$ cat config.mk
export PLATFORM = sky130hd
export DESIGN_NAME = hex_load_top
export DESIGN_NICKNAME = d
export VERILOG_FILES = /design/src/common/hex_load_pkg.sv /design/src/verilog/hex_load_top.sv /design/src/verilog/seven_segment_display.sv /design/src/verilog/readout_select.sv /design/src/verilog/hex_parser.sv /design/src/uart/uart_transmitter.sv /design/src/uart/uart_receiver.sv
export VERILOG_INCLUDE_DIRS = /design/src /design/src/common
export SDC_FILE = /design/constraint.sdc
export NUM_CORES = 1
export LEC_CHECK = 0
export ABC_AREA = 1
export BUFFER_PORTS_ARGS = -buffer_cell sky130_fd_sc_hd__buf_2
export CORE_UTILIZATION = 60
export DETAILED_ROUTE_END_ITERATION = 7
export PLACE_DENSITY = 0.87
export SLEW_MARGIN = 20
export SYNTH_ARGS = -nofsm -noshare
export SYNTH_HDL_FRONTEND = slang
export SYNTH_SLANG_ARGS = --single-unit
$ cat constraint.sdc
create_clock -name clk -period 10.35 [get_ports clk]
set_clock_uncertainty 0.1 [all_clocks]
set_input_delay 1.5525 -clock clk [delete_from_list [all_inputs] [get_ports clk]]
set_output_delay 1.5525 -clock clk [all_outputs]
set_load 0.05 [all_outputs]
$ cat src/common/hex_load_defs.svh
`ifndef HEX_LOAD_DEFS_SVH
`define HEX_LOAD_DEFS_SVH

// ----------------------------------------
// board clock and serial line
// ----------------------------------------

`define HL_CLK_MHZ          50

// 50 MHz / 115200 baud
`define HL_CLOCKS_PER_BIT   434

// ----------------------------------------
// parser and display timing
// ----------------------------------------

// one second of clock cycles
`define HL_TIMEOUT_CYCLES   (`HL_CLK_MHZ * 1000 * 1000)

// about 1 kHz per digit
`define HL_REFRESH_CYCLES   50000
`define HL_W_DIGIT          8

`endif
$ cat src/common/hex_load_pkg.sv
package hex_load_pkg;

    // ----------------------------------------
    // widths with a meaning
    // ----------------------------------------

    // one serial character
    typedef logic [7:0]  byte_t;

    // value of a single hex digit
    typedef logic [3:0]  nibble_t;

    typedef logic [31:0] word_t;

    // byte address, advances by 4 per word
    typedef logic [31:0] addr_t;

    // ----------------------------------------
    // parser output and state
    // ----------------------------------------

    typedef struct packed
    {
        addr_t address;
        word_t data;
    } parsed_word_t;

    // ps_idle    no token in progress
    // ps_address token after '@'
    // ps_data    plain data token
    // ps_error   waiting for line feed
    typedef enum logic [1:0]
    {
        ps_idle,
        ps_address,
        ps_data,
        ps_error
    } parser_state_t;

endpackage

$ cat src/verilog/hex_load_top.sv
`timescale 1ns/100ps

`include "hex_load_defs.svh"

module hex_load_top
#(
    parameter clocks_per_bit = `HL_CLOCKS_PER_BIT,
              timeout_cycles = `HL_TIMEOUT_CYCLES,
              refresh_cycles = `HL_REFRESH_CYCLES
)
(
    input                            clk,
    input                            rst,
    input                            uart_rx,
    input        [3:0]               key,
    output logic                     uart_tx,
    output logic [3:0]               led,
    output logic [7:0]               abcdefgh,
    output logic [`HL_W_DIGIT - 1:0] digit
);

    logic                       byte_valid;
    hex_load_pkg::byte_t        byte_data;
    logic                       word_valid;
    hex_load_pkg::parsed_word_t word;
    logic                       busy;
    logic                       error;
    logic [31:0]                number;

    // ----------------------------------------
    // serial in and echo
    // ----------------------------------------

    uart_receiver #(.clocks_per_bit(clocks_per_bit)) receiver
    (
        .clk        (clk),
        .rst        (rst),
        .rx         (uart_rx),
        .byte_valid (byte_valid),
        .byte_data  (byte_data)
    );

    // at equal baud rates the transmitter is always free here
    uart_transmitter #(.clocks_per_bit(clocks_per_bit)) transmitter
    (
        .clk        (clk),
        .rst        (rst),
        .byte_valid (byte_valid),
        .byte_data  (byte_data),
        .byte_ready (),
        .tx         (uart_tx)
    );

    // ----------------------------------------
    // parser and readout
    // ----------------------------------------

    hex_parser #(.timeout_cycles(timeout_cycles)) parser
    (
        .clk        (clk),
        .rst        (rst),
        .in_valid   (byte_valid),
        .in_char    (byte_data),
        .word_valid (word_valid),
        .word       (word),
        .busy       (busy),
        .error      (error)
    );

    readout_select readout
    (
        .clk        (clk),
        .rst        (rst),
        .byte_valid (byte_valid),
        .byte_data  (byte_data),
        .word_valid (word_valid),
        .word       (word),
        .key        (key),
        .number     (number)
    );

    seven_segment_display
    #(
        .w_digit        (`HL_W_DIGIT),
        .refresh_cycles (refresh_cycles)
    )
    display
    (
        .clk      (clk),
        .rst      (rst),
        .number   (number),
        .abcdefgh (abcdefgh),
        .digit    (digit)
    );

    // leds light on low
    assign led = ~{byte_valid, word_valid, busy, error};

endmodule

$ cat src/verilog/seven_segment_display.sv
`timescale 1ns/100ps

`include "hex_load_defs.svh"

module seven_segment_display
#(
    parameter w_digit        = `HL_W_DIGIT,
              refresh_cycles = `HL_REFRESH_CYCLES
)
(
    input                            clk,
    input                            rst,
    input        [w_digit * 4 - 1:0] number,
    output logic [7:0]               abcdefgh,
    output logic [w_digit - 1:0]     digit
);

    localparam w_refresh = $clog2(refresh_cycles + 1);
    localparam w_index   = $clog2(w_digit);

    logic [w_refresh - 1:0]  refresh;
    logic [w_index - 1:0]    index;
    hex_load_pkg::nibble_t   nibble;
    logic [7:0]              segments;

    // ----------------------------------------
    // digit scan
    // ----------------------------------------

    always_ff @(posedge clk or posedge rst)
        if (rst)
        begin
            refresh <= '0;
            index   <= '0;
        end
        else if (refresh == w_refresh'(refresh_cycles - 1))
        begin
            refresh <= '0;
            index   <= (index == w_index'(w_digit - 1)) ? '0 : index + 1'b1;
        end
        else
            refresh <= refresh + 1'b1;

    assign nibble = number[index * 4 +: 4];

    // segments a..g in bits 7..1, dot stays off
    always_comb
        case (nibble)
        4'h0: segments = 8'b1111_1100;
        4'h1: segments = 8'b0110_0000;
        4'h2: segments = 8'b1101_1010;
        4'h3: segments = 8'b1111_0010;
        4'h4: segments = 8'b0110_0110;
        4'h5: segments = 8'b1011_0110;
        4'h6: segments = 8'b1011_1110;
        4'h7: segments = 8'b1110_0000;
        4'h8: segments = 8'b1111_1110;
        4'h9: segments = 8'b1111_0110;
        4'ha: segments = 8'b1110_1110;
        4'hb: segments = 8'b0011_1110;
        4'hc: segments = 8'b1001_1100;
        4'hd: segments = 8'b0111_1010;
        4'he: segments = 8'b1001_1110;
        default: segments = 8'b1000_1110;
        endcase

    // index 0 is the rightmost digit, enables active low
    always_ff @(posedge clk or posedge rst)
        if (rst)
        begin
            abcdefgh <= '0;
            digit    <= '1;
        end
        else
        begin
            abcdefgh <= segments;
            digit    <= ~(w_digit'(1) << index);
        end

endmodule

$ cat src/verilog/readout_select.sv
`timescale 1ns/100ps

module readout_select
(
    input                               clk,
    input                               rst,
    input                               byte_valid,
    input  hex_load_pkg::byte_t         byte_data,
    input                               word_valid,
    input  hex_load_pkg::parsed_word_t  word,
    input        [3:0]                  key,
    output logic [31:0]                 number
);

    logic [31:0]                last_bytes;
    hex_load_pkg::parsed_word_t last_word;
    logic [15:0]                shown;

    // newest byte in the low eight bits
    always_ff @(posedge clk or posedge rst)
        if (rst)
            last_bytes <= '0;
        else if (byte_valid)
            last_bytes <= {last_bytes[23:0], byte_data};

    always_ff @(posedge clk or posedge rst)
        if (rst)
            last_word <= '0;
        else if (word_valid)
            last_word <= word;

    // keys are active low
    always_comb
        case (key)
        4'b0111: shown = last_bytes[31:16];
        4'b1011: shown = last_word.data[31:16];
        4'b1101: shown = last_word.data[15:0];
        4'b1110: shown = last_word.address[15:0];
        default: shown = last_bytes[15:0];
        endcase

    assign number = {16'h0000, shown};

endmodule

$ cat src/verilog/hex_parser.sv
`timescale 1ns/100ps

`include "hex_load_defs.svh"

module hex_parser
#(
    parameter timeout_cycles = `HL_TIMEOUT_CYCLES
)
(
    input                                clk,
    input                                rst,
    input                                in_valid,
    input  hex_load_pkg::byte_t          in_char,
    output logic                         word_valid,
    output hex_load_pkg::parsed_word_t   word,
    output logic                         busy,
    output logic                         error
);

    localparam w_timer = $clog2(timeout_cycles + 1);

    hex_load_pkg::parser_state_t state;
    hex_load_pkg::word_t         acc;
    hex_load_pkg::addr_t         address;
    hex_load_pkg::nibble_t       nibble;
    logic [3:0]                  n_digits;
    logic [w_timer - 1:0]        timer;

    logic is_digit;
    logic is_at;
    logic is_sep;
    logic is_lf;
    logic token_end;
    logic emit;
    logic fail;
    logic timeout_hit;

    // ----------------------------------------
    // character classifier
    // ----------------------------------------

    always_comb
    begin
        is_digit = 1'b0;
        nibble   = in_char[3:0];

        if (in_char >= "0" && in_char <= "9")
            is_digit = 1'b1;
        else if ((in_char >= "a" && in_char <= "f")
              || (in_char >= "A" && in_char <= "F"))
        begin
            // low nibble of 'a' and 'A' is 1
            is_digit = 1'b1;
            nibble   = in_char[3:0] + 4'd9;
        end
    end

    assign is_at  = (in_char == "@");
    assign is_lf  = (in_char == 8'h0a);
    assign is_sep = is_lf || in_char == 8'h0d || in_char == " ";

    assign busy  = (n_digits != 4'd0);
    assign error = (state == hex_load_pkg::ps_error);

    // separator that closes a token with digits
    assign token_end = in_valid && !error && is_sep && busy;
    assign emit      = token_end && state == hex_load_pkg::ps_data;

    // ninth digit, stray '@' or unknown character
    assign fail = in_valid && !error
                  && ((is_digit && n_digits == 4'd8)
                   || (is_at && busy)
                   || (!is_digit && !is_at && !is_sep));

    assign timeout_hit = !in_valid && busy && timer == w_timer'(timeout_cycles - 1);

    // ----------------------------------------
    // token state machine
    // ----------------------------------------

    always_ff @(posedge clk or posedge rst)
        if (rst)
        begin
            state      <= hex_load_pkg::ps_idle;
            acc        <= '0;
            n_digits   <= '0;
            address    <= '0;
            word_valid <= 1'b0;
        end
        else
        begin
            word_valid <= emit;

            if (fail || timeout_hit)
            begin
                state    <= hex_load_pkg::ps_error;
                acc      <= '0;
                n_digits <= '0;
            end
            else if (in_valid)
            begin
                if (error)
                begin
                    if (is_lf)
                        state <= hex_load_pkg::ps_idle;
                end
                else if (is_digit)
                begin
                    acc      <= {acc[27:0], nibble};
                    n_digits <= n_digits + 1'b1;
                    if (state == hex_load_pkg::ps_idle)
                        state <= hex_load_pkg::ps_data;
                end
                else if (is_at)
                    state <= hex_load_pkg::ps_address;
                else if (token_end)
                begin
                    if (state == hex_load_pkg::ps_address)
                        address <= acc;
                    else
                        address <= address + 32'd4;
                    state    <= hex_load_pkg::ps_idle;
                    acc      <= '0;
                    n_digits <= '0;
                end
            end
        end

    // silence counter, restarts on every byte
    always_ff @(posedge clk or posedge rst)
        if (rst)
            timer <= '0;
        else if (in_valid || !busy)
            timer <= '0;
        else
            timer <= timer + 1'b1;

    always_ff @(posedge clk)
        if (emit)
        begin
            word.address <= address;
            word.data    <= acc;
        end

endmodule

$ cat src/uart/uart_transmitter.sv
`timescale 1ns/100ps

`include "hex_load_defs.svh"

module uart_transmitter
#(
    parameter clocks_per_bit = `HL_CLOCKS_PER_BIT
)
(
    input                        clk,
    input                        rst,
    input                        byte_valid,
    input  hex_load_pkg::byte_t  byte_data,
    output logic                 byte_ready,
    output logic                 tx
);

    localparam w_cnt = $clog2(clocks_per_bit + 1);

    logic                active;
    logic [9:0]          frame;
    logic [3:0]          bit_cnt;
    logic [w_cnt - 1:0]  cnt;
    logic                accept;
    logic                bit_end;

    assign accept  = byte_valid && byte_ready;
    assign bit_end = (cnt == w_cnt'(clocks_per_bit - 1));

    // ----------------------------------------
    // bit timing
    // ----------------------------------------

    always_ff @(posedge clk or posedge rst)
        if (rst)
        begin
            active  <= 1'b0;
            bit_cnt <= '0;
            cnt     <= '0;
        end
        else if (accept)
        begin
            active  <= 1'b1;
            bit_cnt <= '0;
            cnt     <= '0;
        end
        else if (active)
        begin
            if (bit_end)
            begin
                cnt     <= '0;
                bit_cnt <= bit_cnt + 1'b1;
                // done after the stop bit
                if (bit_cnt == 4'd9)
                    active <= 1'b0;
            end
            else
            begin
                cnt <= cnt + 1'b1;
            end
        end

    // stop, data, start; shifted out from bit 0
    always_ff @(posedge clk)
        if (accept)
            frame <= {1'b1, byte_data, 1'b0};
        else if (active && bit_end)
            frame <= {1'b1, frame[9:1]};

    assign byte_ready = !active;
    assign tx         = active ? frame[0] : 1'b1;

endmodule

$ cat src/uart/uart_receiver.sv
`timescale 1ns/100ps

`include "hex_load_defs.svh"

module uart_receiver
#(
    parameter clocks_per_bit = `HL_CLOCKS_PER_BIT
)
(
    input                         clk,
    input                         rst,
    input                         rx,
    output logic                  byte_valid,
    output hex_load_pkg::byte_t   byte_data
);

    localparam w_cnt = $clog2(clocks_per_bit + 1);

    typedef enum logic [1:0]
    {
        rx_idle,
        rx_start,
        rx_data,
        rx_stop
    } rx_state_t;

    rx_state_t           state;
    logic [w_cnt - 1:0]  cnt;
    logic [2:0]          bit_idx;
    logic [1:0]          rx_sync;
    logic                rx_prev;
    hex_load_pkg::byte_t shift;

    // two-flop synchronizer, line idles high
    always_ff @(posedge clk or posedge rst)
        if (rst)
        begin
            rx_sync <= 2'b11;
            rx_prev <= 1'b1;
        end
        else
        begin
            rx_sync <= {rx_sync[0], rx};
            rx_prev <= rx_sync[1];
        end

    // ----------------------------------------
    // frame sequencer
    // ----------------------------------------

    always_ff @(posedge clk or posedge rst)
        if (rst)
        begin
            state      <= rx_idle;
            cnt        <= '0;
            bit_idx    <= '0;
            byte_valid <= 1'b0;
        end
        else
        begin
            byte_valid <= 1'b0;
            cnt        <= cnt + 1'b1;

            case (state)
            rx_idle:
            begin
                cnt <= '0;
                // falling edge starts a frame
                if (rx_prev && !rx_sync[1])
                    state <= rx_start;
            end
            rx_start:
                // half a bit in, start bit must still be low
                if (cnt == w_cnt'(clocks_per_bit / 2 - 1))
                begin
                    cnt     <= '0;
                    bit_idx <= '0;
                    state   <= rx_sync[1] ? rx_idle : rx_data;
                end
            rx_data:
                if (cnt == w_cnt'(clocks_per_bit - 1))
                begin
                    cnt     <= '0;
                    bit_idx <= bit_idx + 1'b1;
                    if (bit_idx == 3'd7)
                        state <= rx_stop;
                end
            rx_stop:
                if (cnt == w_cnt'(clocks_per_bit - 1))
                begin
                    // low stop bit means framing error, byte dropped
                    byte_valid <= rx_sync[1];
                    state      <= rx_idle;
                end
            endcase
        end

    // data bits arrive lsb first
    always_ff @(posedge clk)
        if (state == rx_data && cnt == w_cnt'(clocks_per_bit - 1))
            shift <= {rx_sync[1], shift[7:1]};

    assign byte_data = shift;

endmodule

Word-level counts from Yosys, hierarchy flattened
Memory sizes are Yosys's and may differ from the RTL's. A register that Yosys moved wholly into a read port is not among the register bits. Index checks and enable logic that the tools add are counted.

Word-level logic and storage cells: 190. Output and inout bits: 21. Memories: 1. Flip-flop bits (word level): 309. Bits of input ports: 7. ROM bits: 112.

Shift operators: 2. Add/sub/neg operators: 10. Bitwise operators: 6. Order comparisons: 6. Multiplexer cells: 57. Reductions and logical operators: 49. Eq/ne operators: 32.

Memories: (name not given) (words 16, bits a word 7, read ports 1, clocked after Yosys merged registers in 1, wr ports 0, RTL line seven_segment_display.sv:48) `case (nibble)`.

Operators by type and width (number): $mux W32 (7); $pmux W16 S4 (1); $mux W9 (7); $mux W4 (11); $add A32 B3 Y32 const B (1); $shiftx A32 B6 Y4 (1); $mux W2 (14); $pmux W9 S3 (1); $add A26 B1 Y26 const B (1); $eq A26 B26 Y1 const B (1); $mux W26 (1); $eq A4 B4 Y1 const B (5); $add A9 B1 Y9 const B (2); $eq A9 B9 Y1 const B (2); $logic_and A1 B1 Y1 (18); $add A16 B1 Y16 const B (1); $eq A16 B16 Y1 const B (1); $eq A8 B4 Y1 const B (2); $ge A8 B7 Y1 const B (2); $le A8 B7 Y1 const B (2); $mux W16 (1); $ne A2 B1 Y1 const B (6); $reduce_bool A2 Y1 (5); $eq A9 B8 Y1 const B (1); other kinds (33) (68).

Depth between registers and ports, before layout
Word-level depth: 13. Depth in mapped cells: 19. Gate-level depth less buffers: 19.

By module
Synthesis repeated with hierarchy kept, for this count alone.

Cell total of the unflattened synthesis: 1946. Area, all modules: 16628.4 um^2.

Modules (own cells, without submodules): hex_parser (times used 1, cells each 938, sequential area each 4349.2 um^2, area each 8020.2 um^2); readout_select (times used 1, cells each 412, sequential area each 2001.9 um^2, area each 3880.0 um^2); seven_segment_display (times used 1, cells each 301, sequential area each 860.8 um^2, area each 2250.9 um^2); uart_transmitter (times used 1, cells each 159, sequential area each 610.6 um^2, area each 1249.9 um^2); uart_receiver (times used 1, cells each 132, sequential area each 694.4 um^2, area each 1212.4 um^2); hex_load_top (times used 1, cells each 4, sequential area each 0.0 um^2, area each 15.0 um^2).

Worst setup path after synthesis
OpenSTA, ideal clock, no wires.

Path type: flip-flop to flip-flop. From: register receiver.shift[0] (netlist: receiver.byte_data[0]). To: register parser.word[0] (netlist name). Arrival: 3562 ps. Stages on the path, launching flop included: 10. Buffers on the path: 1. Clock period less this slack: 4117 ps. Path slack: 6233 ps. Cells stage by stage: edfxtp_1 inv_1 ha_1 inv_1 nor3_1 nand3_1 o311ai_1 nand2_1 clkbuf_1 nor2_1.

Cells in the longest elaborated chain, start to end: 6. Elaborated cells on any way between the ends: 8.

RTL lines: start, declared (RTL line uart_receiver.sv:32) `hex_load_pkg::byte_t shift;`; start signal, assigned (RTL line uart_receiver.sv:101) `shift <= {rx_sync[1], shift[7:1]};`; $eq A8 B4 Y1 (on tied branches) (RTL line hex_parser.sv:59, hex_parser.sv:60); $logic_or A1 B1 Y1 (RTL line hex_parser.sv:60) `assign is_sep = is_lf || in_char == 8'h0d || in_char == " ";`; $logic_or A1 B1 Y1 (*) (RTL line hex_parser.sv:60); $logic_and A1 B1 Y1 (*) (2 in a row) (RTL line hex_parser.sv:66) `assign token_end = in_valid && !error && is_sep && busy;`; $logic_and A1 B1 Y1 (*) (RTL line hex_parser.sv:67) `assign emit = token_end && state == hex_load_pkg::ps_data;`; net parser.emit (RTL line hex_parser.sv:34) `logic emit;`.

Mark *: on every way through the listed nets, which the timed path passes. The rest lies on a longest branch. A chain may end at the register's enable or synchronous reset.

Final worst setup path
From: register parser.word_valid. To: output port led[2].

Cells in the longest elaborated chain, start to end: 1.

RTL lines: start, declared (RTL line hex_parser.sv:14) `output logic word_valid,`; start signal, assigned (RTL line hex_parser.sv:92) `word_valid <= emit;`; $not A4 Y4 (RTL line hex_load_top.sv:97) `assign led = ~{byte_valid, word_valid, busy, error};`; end, declared (RTL line hex_load_top.sv:17) `output logic [3:0] led,`.

No other way between the ends.

==> results.ini <==
[outcome]
status=finished, final reports clean

[synth]
syn_area_um2=14000
synthArstFlopShare=0.777
syn_inst=1596
synth-edff-count=64
yosysWarnings=0
avgSynthCellArea_um2=8.74
syn_nets=1641
synth-seq-cells=292
synth_top_area_share=0.387
yosysTopAreaCell=dfrtp_1
synthTopCellsByArea=dfrtp_1 39%, edfxtp_1 14%, nand2_1 13%
synth-seq-area-share=0.547
dominantRegCellSynth=dfrtp_1
ys_types=53

[sta]
hold_ws_ns=0.255
finalSetupTns_ns=0
worstMarginPinSlew_ns=0.943
fin_crit_sh=0.373
maxSlewViolCount=0
clock.fmax_ghz=0.259
period_minus_slack_ns=3.86
rsz0062_at_grt=no
max_slew_margin=0.369
finalHoldViolCount=0
final-setup-viol-count=0

[final_layout]
drive_gt1_frac=0.0864
diodes=0
finalNetCount=1654
area_delta_synth_final_pct=8.33
mostFrequentLayoutCells=465 x nand2_1, 216 x dfrtp_1, 166 x inv_1
fillers=1678
final_common_cell=nand2_1

[die]
die_h_um=155
row_count=55
core_area_um2=22700
start_util=0.615
pin_count=28
die_x_um=155
die_area_um2=23900

[clock_network]
cts-buffers-inserted=29
postCtsSetupRepairBufs=0
cts_buffer_depth=3
clock-root-buffer=clkbuf_16
clock_latency_ns=0.55
tritoncts=done
cts_sinks=292
holdBufCountCts=0
clkTransAtPathRegs_ns=0.06
cts.htree.levels=1
ctsResizeCount=0

[job]
drv_cap=0

[detailed_routing]
drc=0
routed_via_density=5.68
drtAntennaViolNets=0
drt-pass1-iter-count=6
vias=10900
drt_iter0_drc=988
wl_per_cell_um=15.7
wl_um=30100

[global_route]
grt_use_total=0.261
grt_max_degree=83
overflow=0
antenna_found_initial=0
grt_pass1_wl_um=50300
grt_pass1_vias=10500

[critical_path]
crit_buf_inv=3
slowest_delay_ns=0.59
slowest_stage=inv_2
critPathTopFamily=buffers and inverters
cp.required_ns=8.70
path_class=flip-flop to output port
cp_cell_sequence=buf_4, inv_2, buf_2
cp.arrival_ns=2.21
startpoint_type=flip-flop
critical_path.max_fanout=58
end_kind=output port

[power_and_ir_drop]
seqPwrFrac=0.511
p_sw_w=0.000564
pwr-share-clk=0.419
p_comb_frac=0.070
p_per_area_nw_per_um2=156
switching_share=0.240
p_int_w=0.00179
cellLeakagePower_nw=6.95
ir_drop_v=0.000102

[place]
io_buffer_count=26
routabilityCongestion=0.879
dp_hpwl_um=20100

[hold_path]
worst_hold_path_type=flip-flop to flip-flop

==> worst paths after layout <==
kind,startpoint,to,slack [ns],cells past startpoint
max in group asynchronous,rst,parser.address[14],7.25,4
min reg2reg,receiver.rx_sync[0],receiver.rx_sync[1],0.25,0
min in group asynchronous,rst,receiver.cnt[2],0.95,2
min,receiver.rx_sync[0],receiver.rx_sync[1],0.25,0
max,parser.word_valid,led[2],6.49,3
max reg2reg,receiver.byte_data[1],parser.acc[8],6.75,13
==> stage by stage <==
step           area [µm²]  total power [W]  setup WS [ns]   util  instances
2_1_floorplan       14000          0.00135           2.50      -       1596
3_3_place_gp        14200          0.00138           6.26  0.627       1863
3_5_place_dp        14200          0.00139           6.21  0.627       1863
4_1_cts             15100          0.00237           6.08  0.666       1917
5_1_grt             15100          0.00243           6.41  0.666       1917
6_report            15100          0.00235           6.49  0.666       1917
==> synth_stat cells, drive strengths merged, types with 2 or more instances <==
cell and instances:
nand2 480, dfrtp 216, inv 178, nand3 141, nor2 134, o21ai 114, edfxtp 64, ha 38
a21oi 35, nor3 29, clkbuf 26, buf 25, nand3b 24, nand4 17, xor2 13, dfstp 11
nor4 7, o211ai 7, o22ai 5, a31oi 4, clkinv 3, o21a 3, o32ai 3, or2 3
xnor2 3, and3 2
==> state kept, by name, summed over array words and instances (netlist names), 2 cells and up, named ones only <==
register and cells:
display.abcdefgh 7, display.digit 8, display.index 3, display.refresh 16, parser.acc 32, parser.address 16, parser.n_digits 4, parser.state 2
parser.timer 26, parser.word 48, readout.last_bytes 32, readout.last_word 48, receiver.bit_idx 3, receiver.byte_data 8, receiver.cnt 9, receiver.rx_sync 2
transmitter.bit_cnt 4, transmitter.cnt 9, transmitter.frame 9
==> kinds of logic (layout without fill, tap and decap cells) <==
family | Yosys count | in the layout | synth area share
adders and majority gates | 38 | 38 | 0.0341
buffers and inverters | 232 | 268 | 0.0694
AOI/OAI and AO/OA | 179 | 179 | 0.0701
DFF | 292 | 292 | 0.547
and+or+nand+nor | 838 | 838 | 0.269
xor gates and xnor gates | 16 | 16 | 0.0100
other | 1 | 1 | 0.000269
==> worst register-to-register path, cell delays in order, from the launching register on <==
cell and delay (ns):
edfxtp_1 0.51, inv_1 0.15, ha_1 0.24, inv_1 0.12, nand3_1 0.11, nand3_1 0.20
nand2_2 0.39, inv_2 0.42, nand2_1 0.09, nand2_1 0.09, buf_4 0.37, inv_2 0.39
nand3b_1 0.22, nand2_1 0.08
==> power groups by stage <==
stage                     sequential [W]  clock (W)  combinational, W
after floorplan                  0.00124          0          0.000112
after global placement           0.00122          0          0.000155
after detailed placement         0.00122          0          0.000164
after CTS                        0.00120   0.000999          0.000166
after global routing             0.00120    0.00104          0.000188
final                            0.00120   0.000986          0.000165
==> per-layer routing <==
metal  routed length [µm]  global-route usage
met1                12800               0.348
met2                14300               0.437
met3                 1920              0.0333
met4                 1040               0.100
met5                    0                   0
==> layout make-up <==
type / instances / area, µm² / share of cell area
multi-input combinational: 1072 / 5360 / 0.354
clock buffer: 43 / 828 / 0.0548
tap: 285 / 357 / 0.0236
inverter: 181 / 693 / 0.0458
clock inverter: 11 / 58.8 / 0.00389
sequential: 292 / 7640 / 0.505
timing repair buffer: 33 / 186 / 0.0123
No activity file was read; power rests on OpenSTA's default activity.
